File: src/core_types_pkg.sv
package core_types_pkg;

    localparam int unsigned NUM_ARCH  = 32;
    localparam int unsigned NUM_PHYS  = 64;
    localparam int unsigned BUNDLE_W  = 2;    // Default bundle width
    localparam int unsigned ROB_IDX_W = 4;    // Sized for a 16-entry ROB

    typedef logic [$clog2(NUM_ARCH)-1:0] arch_reg_t;
    typedef logic [$clog2(NUM_PHYS)-1:0] phys_reg_t;
    typedef logic [ROB_IDX_W-1:0]        rob_idx_t;

    typedef enum logic [1:0] {
        OP_ALU,
        OP_LOAD,
        OP_STORE,
        OP_BRANCH
    } opcode_t;

    typedef struct packed {
        opcode_t   op;
        arch_reg_t rd;
        arch_reg_t rs1;
        arch_reg_t rs2;
    } instr_t;

    typedef instr_t [BUNDLE_W-1:0] dispatch_bundle_t;

    typedef struct packed {
        opcode_t   op;
        phys_reg_t prs1;
        phys_reg_t prs2;
        phys_reg_t prd;
        rob_idx_t  rob_idx;
    } renamed_instr_t;

    typedef renamed_instr_t [BUNDLE_W-1:0] renamed_bundle_t;

    typedef struct packed {
        arch_reg_t arch_rd;
        phys_reg_t new_phys;
        phys_reg_t old_phys;   // Returned to the free list at commit
        logic      done;
    } rob_entry_t;

    typedef struct packed {
        arch_reg_t arch_rd;
        phys_reg_t phys;
    } retire_t;

    // True when the instruction takes a new mapping for rd
    function automatic logic writes_rd(instr_t instr);
        return (instr.op inside {OP_ALU, OP_LOAD}) && (instr.rd != '0);
    endfunction

endpackage

File: src/queue_pkg.sv
package queue_pkg;

    typedef enum logic {
        ZERO,
        FREE_LIST
    } initialization_t;

    function automatic int unsigned idx_width(int unsigned depth);
        return (depth > 1) ? $clog2(depth) : 1;
    endfunction

    // Index bits plus the wrap bit
    function automatic int unsigned ptr_width(int unsigned depth);
        return idx_width(depth) + 1;
    endfunction

endpackage

File: src/circular_queue.sv
`timescale 1ns/10ps

module circular_queue #(
    parameter type                        QUEUE_TYPE = logic [7:0],
    parameter queue_pkg::initialization_t INIT_TYPE  = queue_pkg::ZERO,
    parameter int unsigned                SS         = 2,
    parameter int unsigned                DEPTH      = 16
) (
    input  logic                                   clk,
    input  logic                                   rst,
    input  logic                                   push,
    input  logic                                   pop,
    input  QUEUE_TYPE                              in             [SS],  // Bundle written at head
    input  QUEUE_TYPE                              reg_in         [SS],  // Bits set in an entry
    input  logic [queue_pkg::idx_width(DEPTH)-1:0] reg_select_in  [SS],
    input  logic [queue_pkg::idx_width(DEPTH)-1:0] reg_select_out [SS],
    input  logic [SS-1:0]                          in_bitmask,
    input  logic [SS-1:0]                          out_bitmask,
    output logic                                   empty,
    output logic                                   full,
    output logic [queue_pkg::idx_width(DEPTH)-1:0] head_out,
    output logic [queue_pkg::idx_width(DEPTH)-1:0] tail_out,
    output QUEUE_TYPE                              out            [SS],  // Popped bundle
    output QUEUE_TYPE                              reg_out        [SS]   // Observed entries
);
    import queue_pkg::*;

    localparam int unsigned IDX_W   = idx_width(DEPTH);
    localparam int unsigned PTR_W   = ptr_width(DEPTH);
    localparam int unsigned ENTRY_W = $bits(QUEUE_TYPE);

    QUEUE_TYPE        entries [DEPTH];
    logic [PTR_W-1:0] head;    // MSB is the wrap bit
    logic [PTR_W-1:0] tail;
    logic [PTR_W-1:0] count;

    if ((1 << IDX_W) != DEPTH) begin : g_depth_check
        $error("circular_queue: DEPTH must be a power of two");
    end

    assign head_out = head[IDX_W-1:0];
    assign tail_out = tail[IDX_W-1:0];
    assign count    = head - tail;
    assign empty    = (head == tail);
    assign full     = (32'(count) + SS > DEPTH);  // No room for one more bundle

    always_ff @(posedge clk) begin
        if (rst) begin
            tail <= '0;
            if (INIT_TYPE == FREE_LIST) begin
                head <= PTR_W'(DEPTH);  // Wrap bit set, queue starts full
                for (int i = 0; i < DEPTH; i++) begin
                    // Free registers sit just above the architectural ones
                    entries[i] <= QUEUE_TYPE'(ENTRY_W'(DEPTH + i));
                end
            end else begin
                head <= '0;
                for (int i = 0; i < DEPTH; i++) begin
                    entries[i] <= '0;
                end
            end
        end else begin
            if (push) begin
                head <= head + PTR_W'(SS);
                for (int k = 0; k < SS; k++) begin
                    entries[IDX_W'(head_out + k)] <= in[k];
                end
            end
            if (pop) begin
                tail <= tail + PTR_W'(SS);
            end
            // Modify port ORs bits in, so flags can be set without a read
            for (int k = 0; k < SS; k++) begin
                if (in_bitmask[k]) begin
                    entries[reg_select_in[k]] <= entries[reg_select_in[k]] | reg_in[k];
                end
            end
        end
    end

    always_ff @(posedge clk) begin
        if (pop) begin
            for (int k = 0; k < SS; k++) begin
                out[k] <= entries[IDX_W'(tail_out + k)];
            end
        end
    end

    always_comb begin
        for (int k = 0; k < SS; k++) begin
            reg_out[k] = out_bitmask[k] ? entries[reg_select_out[k]] : QUEUE_TYPE'('0);
        end
    end

    assert property (@(posedge clk) disable iff (rst) push |-> !full)
        else $error("circular_queue: push while full");

    assert property (@(posedge clk) disable iff (rst) pop |-> !empty)
        else $error("circular_queue: pop while empty");

endmodule

File: src/commit_stage.sv
`timescale 1ns/10ps

module commit_stage #(
    parameter int unsigned SS = 2
) (
    input  logic                       clk,
    input  logic                       rst,
    input  logic                       rob_empty,
    input  core_types_pkg::rob_entry_t rob_tail_entries [SS],  // Oldest pair, observed
    input  core_types_pkg::rob_entry_t rob_out          [SS],  // Pair popped last cycle
    output logic                       rob_pop,
    input  logic                       fl_full,
    output logic                       fl_push,
    output core_types_pkg::phys_reg_t  fl_regs          [SS],
    output logic                       retire_valid,
    output core_types_pkg::retire_t    retire           [SS]
);
    import core_types_pkg::*;

    logic pair_done;
    logic pop_pending;   // Queue output lags the pop by a cycle

    always_comb begin
        pair_done = 1'b1;
        for (int k = 0; k < SS; k++) begin
            pair_done &= rob_tail_entries[k].done;
        end
    end

    assign rob_pop = !rob_empty && pair_done;

    always_ff @(posedge clk) begin
        if (rst) begin
            pop_pending <= 1'b0;
        end else begin
            pop_pending <= rob_pop;
        end
    end

    assign retire_valid = pop_pending;
    assign fl_push      = pop_pending;

    always_comb begin
        for (int k = 0; k < SS; k++) begin
            retire[k].arch_rd = rob_out[k].arch_rd;
            retire[k].phys    = rob_out[k].new_phys;
            fl_regs[k]        = rob_out[k].old_phys;
        end
    end

    // Registers in flight plus free ones never exceed the free-list size
    assert property (@(posedge clk) disable iff (rst) fl_push |-> !fl_full)
        else $error("commit_stage: free list full on release");

endmodule

File: src/rename_stage.sv
`timescale 1ns/10ps

module rename_stage #(
    parameter int unsigned SS = 2
) (
    input  logic                                    clk,
    input  logic                                    rst,
    input  logic                                    dispatch_valid,
    output logic                                    dispatch_ready,
    input  core_types_pkg::instr_t [SS-1:0]         dispatch_bundle,
    input  core_types_pkg::phys_reg_t               fl_regs [SS],      // Free-list tail pair
    input  logic                                    fl_empty,
    output logic                                    fl_pop,
    input  logic                                    rob_full,
    input  core_types_pkg::rob_idx_t                rob_head,
    output logic                                    rob_push,
    output core_types_pkg::rob_entry_t              rob_entries [SS],
    output logic                                    renamed_valid,
    output core_types_pkg::renamed_instr_t [SS-1:0] renamed_bundle
);
    import core_types_pkg::*;

    phys_reg_t               rat     [NUM_ARCH];
    phys_reg_t               prs1    [SS];
    phys_reg_t               prs2    [SS];
    phys_reg_t               prev_rd [SS];   // Mapping of rd just before this slot
    logic                    accept;
    renamed_instr_t [SS-1:0] renamed_next;

    assign dispatch_ready = !rob_full && !fl_empty;
    assign accept         = dispatch_valid && dispatch_ready;
    assign fl_pop         = accept;
    assign rob_push       = accept;

    // RAT lookup, then bypass from older slots, youngest older slot last
    always_comb begin
        for (int k = 0; k < SS; k++) begin
            prs1[k]    = rat[dispatch_bundle[k].rs1];
            prs2[k]    = rat[dispatch_bundle[k].rs2];
            prev_rd[k] = rat[dispatch_bundle[k].rd];
            for (int j = 0; j < k; j++) begin
                if (writes_rd(dispatch_bundle[j])) begin
                    if (dispatch_bundle[j].rd == dispatch_bundle[k].rs1) begin
                        prs1[k] = fl_regs[j];
                    end
                    if (dispatch_bundle[j].rd == dispatch_bundle[k].rs2) begin
                        prs2[k] = fl_regs[j];
                    end
                    if (dispatch_bundle[j].rd == dispatch_bundle[k].rd) begin
                        prev_rd[k] = fl_regs[j];
                    end
                end
            end
        end
    end

    always_comb begin
        for (int k = 0; k < SS; k++) begin
            rob_entries[k].arch_rd  = dispatch_bundle[k].rd;
            rob_entries[k].new_phys = fl_regs[k];
            // Unused new register goes straight back at commit
            rob_entries[k].old_phys = writes_rd(dispatch_bundle[k]) ? prev_rd[k] : fl_regs[k];
            rob_entries[k].done     = 1'b0;

            renamed_next[k].op      = dispatch_bundle[k].op;
            renamed_next[k].prs1    = prs1[k];
            renamed_next[k].prs2    = prs2[k];
            renamed_next[k].prd     = fl_regs[k];
            renamed_next[k].rob_idx = rob_head + rob_idx_t'(k);
        end
    end

    always_ff @(posedge clk) begin
        if (rst) begin
            for (int i = 0; i < NUM_ARCH; i++) begin
                rat[i] <= phys_reg_t'(i);   // Identity map
            end
        end else if (accept) begin
            for (int k = 0; k < SS; k++) begin
                if (writes_rd(dispatch_bundle[k])) begin
                    rat[dispatch_bundle[k].rd] <= fl_regs[k];  // Younger slot wins
                end
            end
        end
    end

    always_ff @(posedge clk) begin
        if (rst) begin
            renamed_valid <= 1'b0;
        end else begin
            renamed_valid <= accept;
        end
    end

    always_ff @(posedge clk) begin
        if (accept) begin
            renamed_bundle <= renamed_next;
        end
    end

    // Each slot gets its own register off the free list
    for (genvar k = 1; k < SS; k++) begin : g_alloc_check
        assert property (@(posedge clk) disable iff (rst) accept |-> fl_regs[k] != fl_regs[k-1])
            else $error("rename_stage: slot %0d shares a free register with slot %0d", k, k - 1);
    end

endmodule

File: src/rename_top.sv
`timescale 1ns/10ps

module rename_top #(
    parameter int unsigned SS        = 2,
    parameter int unsigned ROB_DEPTH = 16,
    parameter int unsigned FL_DEPTH  = core_types_pkg::NUM_PHYS - core_types_pkg::NUM_ARCH
) (
    input  logic                                    clk,
    input  logic                                    rst,
    input  logic                                    dispatch_valid,
    output logic                                    dispatch_ready,
    input  core_types_pkg::instr_t [SS-1:0]         dispatch_bundle,
    output logic                                    renamed_valid,
    output core_types_pkg::renamed_instr_t [SS-1:0] renamed_bundle,
    input  logic [SS-1:0]                           complete_valid,
    input  core_types_pkg::rob_idx_t                complete_idx [SS],
    output logic                                    retire_valid,
    output core_types_pkg::retire_t                 retire       [SS]
);
    import core_types_pkg::*;
    import queue_pkg::*;

    localparam int unsigned FL_IDX_W = idx_width(FL_DEPTH);

    logic                fl_empty;
    logic                fl_full;
    logic                fl_pop;
    logic                fl_push;
    logic [FL_IDX_W-1:0] fl_tail;
    logic [FL_IDX_W-1:0] fl_sel       [SS];
    phys_reg_t           fl_alloc     [SS];
    phys_reg_t           fl_freed     [SS];
    phys_reg_t           fl_no_mod    [SS];   // Free list is never modified in place

    logic                rob_empty;
    logic                rob_full;
    logic                rob_push;
    logic                rob_pop;
    rob_idx_t            rob_head;
    rob_idx_t            rob_tail;
    rob_idx_t            rob_sel      [SS];
    rob_entry_t          rob_in       [SS];
    rob_entry_t          rob_set_done [SS];
    rob_entry_t          rob_observed [SS];
    rob_entry_t          rob_out      [SS];

    if (idx_width(ROB_DEPTH) != ROB_IDX_W) begin : g_rob_check
        $error("rename_top: ROB_DEPTH does not match rob_idx_t");
    end

    assign fl_no_mod = '{default: '0};

    for (genvar k = 0; k < SS; k++) begin : g_slot
        assign fl_sel[k]       = fl_tail + FL_IDX_W'(k);
        assign rob_sel[k]      = rob_tail + rob_idx_t'(k);
        assign rob_set_done[k] = '{done: 1'b1, default: '0};
    end

    rename_stage #(.SS(SS)) i_rename_stage (
        .clk(clk), .rst(rst),
        .dispatch_valid(dispatch_valid), .dispatch_ready(dispatch_ready),
        .dispatch_bundle(dispatch_bundle),
        .fl_regs(fl_alloc), .fl_empty(fl_empty), .fl_pop(fl_pop),
        .rob_full(rob_full), .rob_head(rob_head),
        .rob_push(rob_push), .rob_entries(rob_in),
        .renamed_valid(renamed_valid), .renamed_bundle(renamed_bundle)
    );

    commit_stage #(.SS(SS)) i_commit_stage (
        .clk(clk), .rst(rst),
        .rob_empty(rob_empty), .rob_tail_entries(rob_observed), .rob_out(rob_out),
        .rob_pop(rob_pop), .fl_full(fl_full), .fl_push(fl_push), .fl_regs(fl_freed),
        .retire_valid(retire_valid), .retire(retire)
    );

    circular_queue #(
        .QUEUE_TYPE(phys_reg_t), .INIT_TYPE(FREE_LIST), .SS(SS), .DEPTH(FL_DEPTH)
    ) i_free_list (
        .clk(clk), .rst(rst), .push(fl_push), .pop(fl_pop),
        .in(fl_freed), .reg_in(fl_no_mod), .reg_select_in(fl_sel), .reg_select_out(fl_sel),
        .in_bitmask('0), .out_bitmask('1),
        .empty(fl_empty), .full(fl_full), .head_out(), .tail_out(fl_tail),
        .out(), .reg_out(fl_alloc)
    );

    circular_queue #(
        .QUEUE_TYPE(rob_entry_t), .INIT_TYPE(ZERO), .SS(SS), .DEPTH(ROB_DEPTH)
    ) i_rob (
        .clk(clk), .rst(rst), .push(rob_push), .pop(rob_pop),
        .in(rob_in), .reg_in(rob_set_done),
        .reg_select_in(complete_idx), .reg_select_out(rob_sel),
        .in_bitmask(complete_valid), .out_bitmask('1),
        .empty(rob_empty), .full(rob_full), .head_out(rob_head), .tail_out(rob_tail),
        .out(rob_out), .reg_out(rob_observed)
    );

endmodule

File: config.mk
export PLATFORM = sky130hd
export DESIGN_NAME = rename_top
export DESIGN_NICKNAME = d
export VERILOG_FILES = /design/src/core_types_pkg.sv /design/src/queue_pkg.sv /design/src/circular_queue.sv /design/src/commit_stage.sv /design/src/rename_stage.sv /design/src/rename_top.sv
export SDC_FILE = /design/constraint.sdc
export NUM_CORES = 2
export LEC_CHECK = 0
export CAP_MARGIN = 10
export CORE_AREA = 2 2 263 291
export CTS_BUF_LIST = sky130_fd_sc_hd__clkbuf_8
export CTS_CLUSTER_DIAMETER = 200
export DETAILED_ROUTE_END_ITERATION = 8
export DIE_AREA = 0 0 265 293
export DONT_BUFFER_PORTS = 1
export PLACE_DENSITY = 0.86
export SYNTH_ARGS = -nofsm -noshare
export SYNTH_HDL_FRONTEND = slang
export SYNTH_SLANG_ARGS = --single-unit
File: constraint.sdc
create_clock -name clk -period 10.07 [get_ports clk]
set_input_delay 0.5035 -clock clk [delete_from_list [all_inputs] [get_ports clk]]
set_output_delay 0.5035 -clock clk [all_outputs]
set_load 0.03 [all_outputs]
Word-level counts from Yosys, hierarchy flattened:

Memories as Yosys holds them, arrays and structs flattened. A register that Yosys moved wholly into a read port is not among the register bits.
Cells that the tools add are included.

* add/subtract/negate cells: 12
* magnitude comparators: 1
* equal/unequal tests: 14
* muxes and demuxes: 58
* bitwise operators: 16
* reductions and logical operators: 24

Operators with widths (count)
* 18-bit 2-to-1 mux: 4
* 6-bit 2-to-1 mux: 12
* 18-bit OR reduction: 4
* 32-bit by 5-bit > comparator with 1-bit output (second input constant): 1
* 5-bit 2-to-1 mux: 6
* 1-bit 2-to-1 mux: 28
* 4-bit 2-to-1 mux: 6
* 6-bit OR reduction: 4
* 4-bit equality test: 5
* 5-bit equality test: 4
* 4-bit by 1-bit adder with 4-bit output (second input constant): 4
* 6-bit by 2-bit adder with 6-bit output (second input constant): 2
* 1-bit AND: 11
* 5-bit by 1-bit adder with 5-bit output (second input constant): 2
* 5-bit by 2-bit adder with 5-bit output (second input constant): 2
* 5-bit nonzero test: 2
* 5-bit by 2-bit adder with 6-bit output (second input constant): 1
* 6-bit equality test: 1
* 1-bit logical AND: 5
* 1-bit inverter: 5
* 5-bit subtractor: 1
* 2-bit by 1-bit equality test with 1-bit output (second input constant): 2
* 2-bit zero test: 2
* 2-bit 2-to-1 mux: 2
* other kinds (4): 9

* bits in registers: 77
* memory bits (writable): 672
* bits of input ports: 47
* output and inout port bits: 73
* memories kept: 3

Memories
* i_rob.entries: depth 16, bits a word 18, rd ports 3, clocked after memory_dff 2, wr ports 16, RTL line circular_queue.sv:32 `QUEUE_TYPE entries [DEPTH];`
* i_free_list.entries: depth 32, bits a word 6, rd ports 2, clocked after memory_dff 1, wr ports 32, RTL line circular_queue.sv:32
* i_rename_stage.rat: depth 32, bits a word 6, rd ports 6, clocked after memory_dff 2, wr ports 32, RTL line rename_stage.sv:23 `phys_reg_t rat [NUM_ARCH];`

Longest topological paths before layout:

* depth in word-level cells: 13
* depth in mapped cells: 13
* mapped depth without buffers: 9

Hierarchy:

Synthesis repeated with hierarchy kept, for this count alone.

* cells, all modules: 5595
* area total of the unflattened synthesis: 67203.2 um2

Modules (own cells, without submodules)
* circular_queue (i_rob): instances 1, cells an instance 2201, area each 27271.2 um2, seq. area each 9889.5 um2
* rename_stage: instances 1, cells an instance 1676, area each 20315.7 um2, seq. area each 7226.9 um2
* circular_queue (i_free_list): instances 1, cells an instance 1666, area each 19212.2 um2, seq. area each 6326.1 um2
* commit_stage: instances 1, cells an instance 38, area each 305.3 um2, seq. area each 20.0 um2
* rename_top: instances 1, cells an instance 14, area each 98.8 um2, seq. area each 0.0 um2

Worst setup path after synthesis:

OpenSTA, ideal clock, no wires.

* path type: reg-to-reg
* start point: register i_rob.tail[3]
* end point: register i_rob.tail[4]
* arrival: 4785 ps
* data required time: 9942 ps
* slack: 5157 ps
* cell stages (with the launch flop): 12
* path through: dfxtp_1 -> clkbuf_1 -> inv_1 -> clkbuf_1 -> clkbuf_1 -> ha_1 -> nand3_1 -> nor2_1 -> nor3_1 -> nand4_1 -> xor2_1 -> nor2_1

* word-level cells in the longest chain between the ends: 4
* elaborated cells on any way between the ends: 7
* classes of those cells: 2 x add/sub; 1 x eq/ne; 1 x bitwise; 2 x reduce/logical; 1 x memory

Ends and longest elaborated chain
* start, declared: RTL line circular_queue.sv:34 `logic [PTR_W-1:0] tail;`
* start signal, assigned: RTL line circular_queue.sv:70 `tail <= tail + PTR_W'(SS);`
* 4-bit by 1-bit adder with 4-bit output: RTL line rename_top.sv:55 `assign rob_sel[k] = rob_tail + rob_idx_t'(k);`
* memory read 16 x 18 bit
* 1-bit AND: RTL line commit_stage.sv:26 `pair_done &= rob_tail_entries[k].done;`
* 1-bit logical AND (*): RTL line commit_stage.sv:30 `assign rob_pop = !rob_empty && pair_done;`
* via i_commit_stage.rob_pop: RTL line commit_stage.sv:11 `output logic rob_pop,`

Mark *: on every way through the listed nets, which the timed path passes. The rest lies on a longest branch.
A chain may end at the register's enable or synchronous reset.

==> qor.yml <==
sta:
  finClkSkew_ps: 68.8
  fin_hold_ws_ps: 65.2
  setup_viol: 0
  fin_setup_tns_ps: 0
  rsz0062_at_grt: "no"
  max_freq_mhz: 202
  worst_pin_slew_ps: 1470
  hold_viol: 0
  period_needed_ps: 4960
  maxSlewHeadroom: 0.0182
  post-route-period-util: 0.493
  final_max_slew_viol_count: 0
setup_path:
  crit_required_ps: 10480
  reg2regPathDepth: 8
  worstSetupStartpointType: "flip-flop"
  end_kind: "flip-flop"
  cp_max_fo: 37
  critPathKind: "flip-flop to flip-flop"
  crit_arrival_ps: 5370
yosys:
  synth_edf_count: 733
  yosysMostFrequentCell: "edfxtp_1"
  synth_area_leaders: "edfxtp_1 (49%), mux4_2 (22%), mux2i_1 (2.8%)"
  ys_seq_area_frac: 0.513
  synthCells: 3233
  ys_ff_latch: 776
  synthDistinctLibCells: 83
  syn_area_um2: 44600
  yosys_warnings: 0
  synth_largest_area_cell: "edfxtp_1"
  synth_top_area_frac: 0.493
  synth_top_cells_by_count: "edfxtp_1 (733), mux4_2 (439), nor2_1 (298)"
  syn_area_per_cell_um2: 13.8
  synthFlopType: "edfxtp_1"
  ys_async_sr_fraction: 0
floorplanning:
  core-area_um2: 74400
  fp.dieArea_um2: 77600
  die_h_um: 293
  start_util: 0.600
  rows: 105
  io-pin-count: 120
  die_w_um: 265
drt:
  drtIter0Drc: 6256
  firstDrtPassIters: 7
  drcViolationCount: 0
  final_antenna_net_count: 0
  vias_per_cell: 7.96
  drt-total-wl_um: 168000
  vias: 33388
  wl_per_cell_um: 40.2
finish:
  fillers: 5180
  area_growth_pct: 6.34
  multi_input_area_um2: 20200
  fin_nets: 3168
  ff_latch_area_um2: 22900
  layout-drive-gt1-share: 0.246
global_route:
  top_usage_layer: "met2"
  grt_pass1_vias: 32331
  met2_usage: 0.648
  track_usage: 0.437
  antenna_found_initial: 17
  grt_remaining_overflow: 0
  grt_first_pass_wirelength_um: 238000
  grt_max_degree: 65
  grt_use_met3: 0.178
  met1_usage: 0.511
cts:
  cts_max_level: 3
  clk_pin_slew_ps: 60
  post-cts-setup-buffers: 0
  cts_inserted_buffers: 119
  worstSkewPairLatency_ps: 830
  cts_resized: 0
  cts.sinks: 776
  clockRootBuffer: "clkbuf_8"
  clockBufferDepth: 3
  cts_tree: "done"
placed_design:
  place.port_buffers: 0
  hpwl_um: 112000
  gp_congestion: 1.10
pwr:
  fin_total_pwr_uw: 7240
  p_per_area_nw_per_um2: 153
  power_leakage_uw: 0.0151
  ir_worst_vdd_mv: 0.145
worst_hold_path:
  hold_class: "input pin to flip-flop"
  holdPathStages: 2
run:
  drv_cap: 1
run_status:
  status: "complete, but fails checks"
  violations: "max-capacitance violations"
==> layout by cell type (no fill, tap or decap), types with 25 or more instances in the layout <==
| cell type | n |
|---|---|
| nand3_1 | 79 |
| o22ai_1 | 25 |
| and2_1 | 150 |
| dfxtp_1 | 40 |
| o211ai_1 | 28 |
| or3_1 | 115 |
| nor3_1 | 111 |
| mux2_2 | 41 |
| clkinv_2 | 29 |
| edfxtp_1 | 733 |
| nor4_1 | 31 |
| a21oi_1 | 35 |
| buf_4 | 70 |
| nand2_1 | 168 |
| o21ai_0 | 32 |
| nor2_1 | 297 |
| mux4_2 | 439 |
| a31o_2 | 25 |
| clkbuf_8 | 125 |
| inv_1 | 59 |
| nand2b_1 | 31 |
| clkinv_1 | 25 |
| a31oi_1 | 51 |
| mux2i_1 | 127 |
==> state kept, by name, summed over array words and instances, names as in the netlist, 5 cells and up, named ones only <==
name and cells:
i_rob.out 34, i_rename_stage.renamed_bundle 43, i_free_list.tail 5, i_rename_stage.rat 192, i_free_list.head 5, i_rob.entries 288
i_free_list.entries 192
==> kinds of logic after synthesis <==
logic type	count (synthesis)	share of synthesized area
AND/OR/NAND/NOR	1084	0.123
flip-flops	776	0.513
multiplexers	607	0.260
buffers and inverters	368	0.0368
AO/OA/AOI/OAI	349	0.0568
XOR/XNOR	40	0.00785
adder cells (fa/ha/maj)	7	0.00196
other	2	0.000168
==> per-layer routing <==
| layer | up-vias | share of wire |
|---|---|---|
| met4 | 12 | 0.099 |
| met1 | 16318 | 0.30 |
| met5 | - | 0.00049 |
| li1 | 12642 | - |
| met3 | 928 | 0.16 |
| met2 | 3488 | 0.44 |
==> final cells by class <==
class,instances,share of cell area
Sequential cell,776,0.482
Multi-Input combinational cell,2095,0.425
Clock buffer,125,0.0363
Tap cell,963,0.0254
Timing Repair Buffer,93,0.0161
Clock inverter,98,0.0117
Inverter,29,0.00229
Antenna cell,14,0.000739
==> repair_timing <==
action / 4_1_cts / 5_1_grt
hold buffers: 23 / 0
hold endpoints to repair: 132 / 0
endpoints found under the setup margin: 0 / 0
==> per-stage QoR <==
step	util	cells	cell area [µm²]	worst slack [ps]
after floorplan	-	3239	44600	5160
after global placement	0.604	3932	44900	5550
after detailed placement	0.604	3932	44900	5320
after CTS	0.637	4178	47400	5270
after global routing	0.638	4181	47400	4950
final	0.638	4193	47400	5110
==> power breakdown <==
group / switching [µW] / leakage (µW) / total (µW) / internal [µW]
Sequential: 147 / 0.00717 / 3800 / 3650
Combinational: 552 / 0.00664 / 866 / 314
Clock: 1330 / 0.00131 / 2580 / 1240
Total: 2030 / 0.0151 / 7240 / 5210
==> critical path: stages (launching register included) <==
cell and delay, ps:
dfxtp_1 750, inv_1 580, ha_1 510, o21ai_0 160, a21oi_2 360, o211ai_1 250
buf_4 340, nor2_1 840, a21o_1 740
==> final timing paths <==
kind	start	slack, ps	endpoint
worst max register to register	i_rob.tail[3]	5110	i_rob.entries[2][1]
worst min-delay path	dispatch_bundle[20]	70	i_rename_stage.renamed_bundle[34]
worst min register to register	i_rob.entries[15][0]	470	i_rob.entries[15][0]
worst max-delay path	i_rob.tail[3]	5110	i_rob.entries[2][1]
(Power assumes the default switching activity.)
